## config.mk

```make
export PLATFORM = sky130hd
export DESIGN_NAME = color_sensor_top
export DESIGN_NICKNAME = d
export VERILOG_FILES = /design/src/common/color_sensor_pkg.sv /design/src/common/measure_if.sv /design/src/ir_edge_counter.sv /design/src/gate_timer.sv /design/src/measure_fsm.sv /design/src/classify/color_classifier.sv /design/src/color_sensor_top.sv
export SDC_FILE = /design/constraint.sdc
export NUM_CORES = 1
export LEC_CHECK = 0
export BUFFER_PORTS_ARGS = -buffer_cell sky130_fd_sc_hd__buf_4
export CAP_MARGIN = 40
export CORE_MARGIN = 10
export CORE_UTILIZATION = 40
export DETAILED_ROUTE_END_ITERATION = 6
export PLACE_DENSITY = 0.53
export REMOVE_ABC_BUFFERS = 1
export SLEW_MARGIN = 10
export SYNTH_ARGS = -nofsm -noshare
export SYNTH_HDL_FRONTEND = slang
export SYNTH_HIERARCHICAL = 1
export SYNTH_SLANG_ARGS = --single-unit
```

## constraint.sdc

```tcl
create_clock -name clk -period 2.25 [get_ports clk]
set_input_delay 0.225 -clock clk [delete_from_list [all_inputs] [get_ports clk]]
set_output_delay 0.225 -clock clk [all_outputs]
set_load 0.05 [all_outputs]
```

## src/common/color_sensor_pkg.sv

```systemverilog
`default_nettype none

package color_sensor_pkg;

    // Width of the pulse count and of the latched frequency
    localparam int FREQ_W = 16;

    // Detected colour, codes as seen on the legacy colour bus
    typedef enum logic [1:0] {
        COLOR_RED   = 2'b00,
        COLOR_BLUE  = 2'b01,
        COLOR_NONE  = 2'b10,
        COLOR_GREEN = 2'b11
    } color_t;

    // Seven-segment pattern, active low, bit 6 first
    typedef logic [6:0] seg_t;

    localparam seg_t SEG_RED          = 7'b0000110; // Shown for red
    localparam seg_t SEG_GREEN        = 7'b0110000; // Shown for green
    localparam seg_t SEG_NONE_PATTERN = 7'b1011011; // Shown for code 10
    localparam seg_t SEG_OFF          = 7'b1111111; // All segments dark, used for blue

    // Measurement sequencer states
    typedef enum logic [1:0] {
        ST_IDLE   = 2'b00, // Waiting for enable
        ST_GATE   = 2'b01, // Counting edges in the window
        ST_LATCH  = 2'b10, // Count copied to frequency
        ST_DECIDE = 2'b11  // Classifier samples frequency
    } meas_state_t;

endpackage : color_sensor_pkg

`default_nettype wire

```

## src/common/measure_if.sv

```systemverilog
`timescale 1ns/1ps
`default_nettype none

// Window control from the FSM and the latched count from the counter
interface measure_if
    import color_sensor_pkg::*;
();

    logic              clear;     // Restart pulse count
    logic              latch;     // Copy count into frequency
    logic              decide;    // Classify latched frequency
    logic [FREQ_W-1:0] frequency; // Count of the last full window

    modport fsm (
        output clear,
        output latch,
        output decide,
        input  frequency  // Sampled for the top-level result
    );

    modport counter (
        input  clear,
        input  latch,
        output frequency
    );

    modport classifier (
        input decide,
        input frequency
    );

endinterface : measure_if

`default_nettype wire

```

## src/ir_edge_counter.sv

```systemverilog
`timescale 1ns/1ps
`default_nettype none

module ir_edge_counter
    import color_sensor_pkg::*;
#(
    parameter int unsigned GATE_CYCLES = 100_000_000
) (
    input  wire logic  clk,
    input  wire logic  rst_n,
    input  wire logic  ir_signal, // Asynchronous sensor output
    measure_if.counter meas
);

    // Fastest legal input toggles every cycle, plus slack for the latch overlap
    localparam int unsigned MAX_EDGES  = GATE_CYCLES / 2 + 2;
    localparam bit          SAT_NEEDED = MAX_EDGES >= (2 ** FREQ_W) - 1;
    localparam logic [FREQ_W-1:0] CNT_MAX = '1;

    logic [1:0]        sync_q;      // Two-flop synchroniser
    logic              prev_q;      // Last synchronised level
    logic              rise_q;      // Registered rising edge
    logic [FREQ_W-1:0] pulse_count; // Edges in current window
    logic              at_max;

    // Only reachable when the gate is long enough to overflow the count
    assign at_max = SAT_NEEDED && (pulse_count == CNT_MAX);

    always_ff @(posedge clk) begin
        if (!rst_n) begin
            sync_q <= '0;
            prev_q <= 1'b0;
            rise_q <= 1'b0;
        end else begin
            sync_q <= {sync_q[0], ir_signal};  // Pin into first stage
            prev_q <= sync_q[1];
            rise_q <= sync_q[1] & ~prev_q;     // Low to high seen
        end
    end

    always_ff @(posedge clk) begin
        if (!rst_n) begin
            pulse_count    <= '0;
            meas.frequency <= '0;
        end else if (meas.latch) begin
            meas.frequency <= pulse_count;        // Close the window
            pulse_count    <= FREQ_W'(rise_q);    // Edge now belongs to next window
        end else if (meas.clear) begin
            pulse_count <= '0;                    // Frequency keeps last result
        end else if (rise_q && !at_max) begin
            pulse_count <= pulse_count + 1'b1;
        end
    end

endmodule : ir_edge_counter

`default_nettype wire

```

## src/gate_timer.sv

```systemverilog
`timescale 1ns/1ps
`default_nettype none

module gate_timer #(
    parameter int unsigned GATE_CYCLES = 100_000_000
) (
    input  wire logic clk,
    input  wire logic rst_n,
    input  wire logic gate_run, // Level, high while gating
    output logic      gate_end  // One cycle, last cycle of the window
);

    // At least one bit, even for a single-cycle gate
    localparam int CNT_W = (GATE_CYCLES > 1) ? $clog2(GATE_CYCLES) : 1;
    localparam logic [CNT_W-1:0] LAST = CNT_W'(GATE_CYCLES - 1);

    logic [CNT_W-1:0] cycle_cnt; // Cycles elapsed in this window
    logic             at_last;

    assign at_last  = (cycle_cnt == LAST);
    assign gate_end = gate_run && at_last;

    always_ff @(posedge clk) begin
        if (!rst_n) begin
            cycle_cnt <= '0;
        end else if (!gate_run) begin
            cycle_cnt <= '0;               // Held until the gate opens
        end else if (at_last) begin
            cycle_cnt <= '0;               // Wrap, next window back to back
        end else begin
            cycle_cnt <= cycle_cnt + 1'b1;
        end
    end

endmodule : gate_timer

`default_nettype wire

```

## src/measure_fsm.sv

```systemverilog
`timescale 1ns/1ps
`default_nettype none

module measure_fsm
    import color_sensor_pkg::*;
(
    input  wire logic         clk,
    input  wire logic         rst_n,
    input  wire logic         enable,       // Keep measuring while high
    input  wire logic         gate_end,     // From gate timer
    output logic              gate_run,     // To gate timer
    output logic              result_valid, // One cycle per finished window
    output logic [FREQ_W-1:0] frequency,    // Result, aligned with colour
    measure_if.fsm            meas
);

    meas_state_t state_q;
    meas_state_t state_d;
    logic        clear_q; // First cycle of a fresh gate

    always_comb begin
        state_d = state_q;
        case (state_q)
            ST_IDLE: begin
                if (enable) begin
                    state_d = ST_GATE;
                end
            end
            ST_GATE: begin
                if (gate_end) begin
                    state_d = ST_LATCH;
                end
            end
            ST_LATCH: begin
                state_d = ST_DECIDE;              // Always one cycle
            end
            ST_DECIDE: begin
                // Disable only takes effect at a window boundary
                state_d = enable ? ST_GATE : ST_IDLE;
            end
            default: begin
                state_d = ST_IDLE;
            end
        endcase
    end

    always_ff @(posedge clk) begin
        if (!rst_n) begin
            state_q      <= ST_IDLE;
            clear_q      <= 1'b0;
            result_valid <= 1'b0;
            frequency    <= '0;
        end else begin
            state_q      <= state_d;
            clear_q      <= (state_q == ST_IDLE) && enable;  // Start from idle only
            result_valid <= meas.decide;                     // Same edge as classifier
            if (meas.decide) begin
                frequency <= meas.frequency;
            end
        end
    end

    // Latch restarts the count itself, so clear is needed only after idle
    assign meas.clear  = clear_q;
    assign meas.latch  = (state_q == ST_LATCH);
    assign meas.decide = (state_q == ST_DECIDE);
    assign gate_run    = (state_q == ST_GATE);

endmodule : measure_fsm

`default_nettype wire

```

## src/classify/color_classifier.sv

```systemverilog
`timescale 1ns/1ps
`default_nettype none

module color_classifier
    import color_sensor_pkg::*;
#(
    parameter int unsigned RED_MIN   = 900,
    parameter int unsigned RED_MAX   = 1100,
    parameter int unsigned GREEN_MIN = 1900,
    parameter int unsigned GREEN_MAX = 2100,
    parameter int unsigned BLUE_MIN  = 2900,
    parameter int unsigned BLUE_MAX  = 3100
) (
    input  wire logic     clk,
    input  wire logic     rst_n,
    measure_if.classifier meas,
    output color_t        color, // Last decided colour
    output seg_t          seg    // Pattern for that colour
);

    logic   is_red;
    logic   is_green;
    logic   is_blue;
    color_t color_d;
    seg_t   seg_d;

    // Inclusive bounds on both ends
    function automatic logic in_window(
        input logic [FREQ_W-1:0] freq,
        input int unsigned       lo,
        input int unsigned       hi
    );
        logic [31:0] f;
        f = 32'(freq);
        return (f >= lo) && (f <= hi);
    endfunction

    assign is_red   = in_window(meas.frequency, RED_MIN, RED_MAX);
    assign is_green = in_window(meas.frequency, GREEN_MIN, GREEN_MAX);
    assign is_blue  = in_window(meas.frequency, BLUE_MIN, BLUE_MAX);

    // Red wins over green, green over blue, if windows overlap
    always_comb begin
        if (is_red) begin
            color_d = COLOR_RED;
        end else if (is_green) begin
            color_d = COLOR_GREEN;
        end else if (is_blue) begin
            color_d = COLOR_BLUE;
        end else begin
            color_d = COLOR_NONE;
        end
    end

    always_comb begin
        case (color_d)
            COLOR_RED:   seg_d = SEG_RED;
            COLOR_GREEN: seg_d = SEG_GREEN;
            COLOR_NONE:  seg_d = SEG_NONE_PATTERN;
            default:     seg_d = SEG_OFF;      // Blue leaves the display dark
        endcase
    end

    // Both registered together, display never sees a mixed state
    always_ff @(posedge clk) begin
        if (!rst_n) begin
            color <= COLOR_NONE;
            seg   <= SEG_NONE_PATTERN;
        end else if (meas.decide) begin
            color <= color_d;
            seg   <= seg_d;
        end
    end

endmodule : color_classifier

`default_nettype wire

```

## src/color_sensor_top.sv

```systemverilog
`timescale 1ns/1ps
`default_nettype none

module color_sensor_top
    import color_sensor_pkg::*;
#(
    parameter int unsigned GATE_CYCLES = 100_000_000, // One second at 100 MHz
    parameter int unsigned RED_MIN     = 900,
    parameter int unsigned RED_MAX     = 1100,
    parameter int unsigned GREEN_MIN   = 1900,
    parameter int unsigned GREEN_MAX   = 2100,
    parameter int unsigned BLUE_MIN    = 2900,
    parameter int unsigned BLUE_MAX    = 3100
) (
    input  wire logic         clk,
    input  wire logic         rst_n,
    input  wire logic         enable,       // Run measurement windows
    input  wire logic         ir_signal,    // Raw sensor pulse train
    output logic              result_valid, // New result this cycle
    output color_t            color,
    output seg_t              seg,          // Active low segments
    output logic [FREQ_W-1:0] frequency     // Edges in last window
);

    measure_if meas ();

    logic gate_run;
    logic gate_end;

    ir_edge_counter #(
        .GATE_CYCLES (GATE_CYCLES)
    ) i_counter (
        .clk       (clk),
        .rst_n     (rst_n),
        .ir_signal (ir_signal),
        .meas      (meas.counter)
    );

    gate_timer #(
        .GATE_CYCLES (GATE_CYCLES)
    ) i_gate_timer (
        .clk      (clk),
        .rst_n    (rst_n),
        .gate_run (gate_run),
        .gate_end (gate_end)
    );

    measure_fsm i_fsm (
        .clk          (clk),
        .rst_n        (rst_n),
        .enable       (enable),
        .gate_end     (gate_end),
        .gate_run     (gate_run),
        .result_valid (result_valid),
        .frequency    (frequency),
        .meas         (meas.fsm)
    );

    color_classifier #(
        .RED_MIN   (RED_MIN),
        .RED_MAX   (RED_MAX),
        .GREEN_MIN (GREEN_MIN),
        .GREEN_MAX (GREEN_MAX),
        .BLUE_MIN  (BLUE_MIN),
        .BLUE_MAX  (BLUE_MAX)
    ) i_classifier (
        .clk   (clk),
        .rst_n (rst_n),
        .meas  (meas.classifier),
        .color (color),
        .seg   (seg)
    );

endmodule : color_sensor_top

`default_nettype wire

```

==> After elaboration in Yosys (flattened, before gate mapping) <==
Cells that the tools add are included.
{ "word_totals": {"ff_bits": 92, "inputBits": 4, "out_inout_bits": 26, "wordCells": 58} }
{ "op_classes": {"n_addsub": 2, "magnitude_cmp": 6, "eq_ne": 9, "mux": 11, "n_bitwise": 4, "n_reduce_logical": 13} }
{ "op_table": {"columns": ["operator", "count"], "rows": [
  ["$le 16x12->1 const B", 2],
  ["$add 27x1->27 const B", 1],
  ["$eq 27x27->1 const B", 1],
  ["$pmux 7 s3", 1],
  ["$add 16x1->16 const B", 1],
  ["$eq 16x16->1 const B", 1],
  ["$ge 16x10->1 const B", 1],
  ["$ge 16x11->1 const B", 1],
  ["$ge 16x12->1 const B", 1],
  ["$le 16x11->1 const B", 1],
  ["$mux 2", 5],
  ["$eq 2x2->1 const B", 4],
  ["$pmux 2 s4", 1],
  ["$logic_and 1x1->1", 6],
  ["$reduce_or 3->1", 2],
  ["$logic_not 2->1", 2],
  ["$mux 1", 4],
  ["$ne 2x2->1 const B", 2],
  ["$not 1->1", 3],
  ["$reduce_bool 3->1", 1],
  ["$eq 2x1->1 const B", 1],
  ["$reduce_and 2->1", 1],
  ["$and 1x1->1", 1],
  ["$logic_not 1->1", 1]
]} }

==> Logic depth before layout (Yosys ltp) <==
{ "depth": {"word_depth": 7, "depth_mapped": 8, "depth_no_buf": 8} }

==> Hierarchy <==
Netlist, hierarchy kept.
{ "modules_own_cells": {"columns": ["mod", "instances", "cells_per_inst", "area_per_inst_um2", "seq_area_each_um2"], "rows": [
  ["ir_edge_counter", 1, 167, 1522.7, 720.7],
  ["gate_timer", 1, 164, 1391.3, 540.5],
  ["measure_fsm", 1, 74, 790.8, 400.4],
  ["color_classifier", 1, 64, 516.7, 120.1]
]} }

==> Worst setup path before layout <==
OpenSTA, ideal clock, no wires.
{ "synth_path": {"path_kind": "reg2reg", "from": "register i_gate_timer.cycle_cnt[0]", "to": "register i_fsm.state_q[1]", "setup_ns": 0.071, "arrival_time_ns": 1.868, "required_ns": 2.179, "setup_slack_ns": 0.311, "stages_incl_launch_ff": 9, "path_buffers": 0, "period_less_slack_ns": 1.939, "cell_sequence": "dfxtp_1 -> ha_1 -> and4_1 -> nand2_1 -> nor3_1 -> and2_1 -> nor2b_1 -> or3b_1 -> a21oi_1"} }
{ "synth_between": {"elab_chain_cells": 4} }
{ "synth_rtl": {"columns": ["item", "line", "source"], "rows": [
  ["start: declaration", "gate_timer.sv:17", "logic [CNT_W-1:0] cycle_cnt;"],
  ["start signal: assignment", "gate_timer.sv:31", "cycle_cnt <= cycle_cnt + 1'b1;"],
  ["$eq 27x27->1", "gate_timer.sv:20", "assign at_last = (cycle_cnt == LAST);"],
  ["$logic_and 1x1->1", "gate_timer.sv:21", "assign gate_end = gate_run && at_last;"],
  ["net gate_end", "color_sensor_top.sv:28", "logic gate_end;"],
  ["$ne 2x2->1 (no source line)", null, null],
  ["$reduce_and 2->1 (no source line)", null, null],
  ["end signal: assignment", "measure_fsm.sv:54", "state_q <= state_d;"],
  ["end: declaration", "measure_fsm.sv:17", "meas_state_t state_q;"]
]} }
The timed path passes the listed nets, and every way through them passes these cells.
A chain may end at the register's enable or synchronous reset.

==> Worst setup path in the final report <==
{ "layout_path": {"from": "register i_gate_timer.cycle_cnt[13]", "to": "register i_gate_timer.cycle_cnt[26]"} }
{ "layout_between": {"elab_chain_cells": 2, "word_cells_on_any_way": 3, "cone_classes": "add/sub (1); eq/ne (1); reduce/logical (1)"} }
{ "layout_rtl": {"columns": ["item"], "rows": [
  ["parallel branches: the longest is 2 deep, another holds $add 27x1->27"]
]} }
Several ways; the timed one is not identified.

==> flow_metrics.tcl <==
set metrics [dict create \
    run_status "completed" \
    critical_path.slowest_cell "sky130_fd_sc_hd__or4_4" \
    clkSinkCount 89 \
    placedCellCount 634 \
    worst_setup_path_start_kind "register" \
    cellPowerDensity_mw_per_mm2 687 \
    post_route_cells_drive_above_1_share_pct 17.3 \
    timing.hold.worst.class "primary input to register" \
    seq_area_frac_synth_pct 42.2 \
    mean_instance_size_in_the_synthesized_netlist_sq_um 9.00 \
    clock_tree_from_tritoncts "yes" \
    antennaDiodeCount 0 \
    clk_pin_slew_ns 0.09 \
    cts_root_buf "sky130_fd_sc_hd__clkbuf_8" \
    cellInternalPower_w 0.00247 \
    drt_drc_violations_left 0 \
    io_buffer_count 29 \
    grt_remaining_overflow 0 \
    detailedRoute.firstIterationViolations 229 \
    library_cells_used_by_synthesis 58 \
    most_common_cell_after_layout_fill_and_taps_aside "sky130_fd_sc_hd__dfxtp_1" \
    power.static_leakage_nw 1.62 \
    clk-insertion-delay-late_ns 0.35 \
    yosys_register_bits 89 \
    ys_async_sr_fraction_pct 0 \
    synth.cell_area_sq_mm 0.00422 \
    hold_buffers 0 \
    num_io_pins 30 \
    number_of_gates_resized_after_cts 0 \
    grt_antenna_before_repair 0 \
    drt_wl_total_mm 9.60 \
    worst_ir_drop_vdd_mv 0.302 \
    dominantRegCellSynth "sky130_fd_sc_hd__dfxtp_1" \
    ys.warnings.count 6 \
    clock_skew_ns 0.0121 \
    timing.critical_path.slowest_cell_delay_ns 0.63 \
    timing.max_cap.violations 0 \
    die_area_sq_mm 0.0151 \
    path_cells "nand4_2 -> or4_4 -> or4_1 -> a211oi_1" \
    die_width_um 123 \
    clock_power_share_pct 36.2 \
    drt_pre_antenna_iters 4 \
    critical_path.top_delay_family "simple AND/OR/NAND/NOR gates" \
    floorplan.core_area_sq_mm 0.0103 \
    ctsLongestPathBuffers 2 \
    antenna_violating_nets_post_route 0 \
    worst_setup_slack_for_register_to_register_paths_ns 0.15 \
    placed_wire_length_estimate_mm 7.01 \
    fraction_of_power_spent_switching_nets_pct 26.7 \
    cts-htree-levels 3 \
    switchingPower_w 0.000900 \
    period_needed_ns 2.10 \
    synthToLayoutAreaGrowth_pct 16.3 \
    initial_util_pct 40.9 \
    period_share_pct 93.2 \
    timing_worst_setup_path_type "register to register" \
    finalSetupViolations 0 \
    route.detailed.vias_per_inst 5.38 \
    route.detailed.wl_per_inst_um 14.8 \
    number_of_cells_in_the_finished_layout_apart_from_fillers 650 \
    most-common-layout-cells "sky130_fd_sc_hd__dfxtp_1 (88), sky130_fd_sc_hd__buf_4 (53), sky130_fd_sc_hd__nor2_1 (42)" \
    routed-via-count 3494 \
    gp_congestion 0.831 \
    worstPathRequired_ns 2.52 \
    post-layout-total-power_w 0.00337 \
    grtUsageTotal_pct 13.3 \
    max_slew.worst_pin.slew_ns 0.610 \
    num-nets-final 524 \
    grt_max_degree 21 \
    worst_setup_path_end_kind "register" \
    cp_num_buf_inv 0 \
    timing_max_transition_violations_final 0 \
    die_y_um 123 \
    grt_first_pass_wirelength_mm 16.6 \
    worstPathArrival_ns 2.36 \
    grt_pass1_vias 3361 \
    max-slew-margin-rel_pct 59.0 \
    setup_repair_after_global_routing_missed_its_margin "false" \
    netlist_instances 469 \
    rows 37 \
    finalCoreUtilization_pct 47.5 \
    finalHoldViolations 0 \
    number_of_buffers_inserted_during_clock_tree_synthesis 9 \
    p_comb_share_pct 14.8 \
    timing.fmax_mhz 477 \
    critPathMaxFanout 14 \
    share_seq_of_total_power_pct 49.1 \
    postCtsSetupBuffers 0 \
    synth_edf_count 0 \
]
power by group through the flow:
| stage | Clock (W) | Combinational (W) | Sequential (W) |
|---|---|---|---|
| after floorplan | 0 | 0.000316 | 0.00172 |
| after global placement | 0 | 0.000494 | 0.00169 |
| after detailed placement | 0 | 0.000499 | 0.00169 |
| after CTS | 0.00127 | 0.000501 | 0.00165 |
| after global routing | 0.00135 | 0.000549 | 0.00166 |
| final | 0.00122 | 0.000498 | 0.00165 |
layer usage:
metal	vias to the layer above	routed length, um	share of wire [%]	GRT usage [%]
met5	-	0	0	0
met4	0	96	1.0	3.46
met3	8	412	4.3	3.03
met2	61	3890	40	19.1
met1	1614	5200	54	19.5
li1	1811	-	-	-
synth_stat cells, types with 10 or more instances:
| cell type | instances | share of area [%] |
|---|---|---|
| sky130_fd_sc_hd__nand2_1 | 28 | 2.5 |
| sky130_fd_sc_hd__ha_1 | 11 | 3.3 |
| sky130_fd_sc_hd__o21ai_0 | 16 | 1.9 |
| sky130_fd_sc_hd__nor3_1 | 21 | 2.5 |
| sky130_fd_sc_hd__a211oi_1 | 11 | 2.0 |
| sky130_fd_sc_hd__inv_1 | 15 | 1.3 |
| sky130_fd_sc_hd__o31ai_1 | 14 | 2.5 |
| sky130_fd_sc_hd__dfxtp_1 | 89 | 42 |
| sky130_fd_sc_hd__clkbuf_1 | 15 | 1.3 |
| sky130_fd_sc_hd__or4_1 | 16 | 2.8 |
| sky130_fd_sc_hd__nor2_1 | 42 | 3.7 |
| sky130_fd_sc_hd__or3_1 | 10 | 1.5 |
| sky130_fd_sc_hd__nand3_1 | 22 | 2.6 |
| sky130_fd_sc_hd__nand4_1 | 11 | 1.6 |
| sky130_fd_sc_hd__a21oi_1 | 19 | 2.3 |
| sky130_fd_sc_hd__mux2i_1 | 34 | 8.1 |
worst paths after layout:
path                                    from                         end  cells after the start
hold / removal                     ir_signal         i_counter/sync_q[0]                      2
hold reg to reg             i_counter/prev_q            i_counter/rise_q                      1
setup / recovery  i_gate_timer/cycle_cnt[13]  i_gate_timer/cycle_cnt[26]                      4
setup reg to reg  i_gate_timer/cycle_cnt[13]  i_gate_timer/cycle_cnt[26]                      4
registers in the layout (all words and copies together), names as in the netlist:
signal,cells
i_counter/prev_q,1
i_classifier/color,1
i_counter/pulse_count,16
i_fsm/meas.clear,1
i_fsm/frequency,16
i_fsm/result_valid,1
i_counter/rise_q,1
i_counter/sync_q,2
i_counter/meas.frequency,16
i_classifier/seg,5
i_gate_timer/cycle_cnt,27
i_fsm/state_q,2
final cells by class:
type,instances,area [sq um]
clock buffers,12,145
clock inverters,4,76.3
fillers,1000,5420
inverters,17,63.8
multi-input cells,338,2250
flip-flops and latches,89,1780
well taps,136,170
repair buffers,54,418
metrics by stage:
stage               hold WS, ns  cell area (sq um)  worst slack [ns]  TNS (ns)
floorplan                 0.287               4090            -0.843     -7.08
global placement          0.373               4690             0.254         0
detailed placement        0.380               4690             0.179         0
CTS                      0.0558               4910             0.141         0
global route             0.0734               4910           0.00747         0
finish                   0.0781               4910             0.153         0
kinds of logic after synthesis:
kind of cell    count (synthesis)  share of synthesized area [%]
xor+xnor                       11                           2.28
mux                            34                           8.06
compound gates                 85                           13.8
simple gates                  197                           25.9
flops                          89                           42.2
buf+inv                        42                           4.56
fa+ha+maj                      11                           3.26
Note: power is estimated with default switching activity, not from simulation.
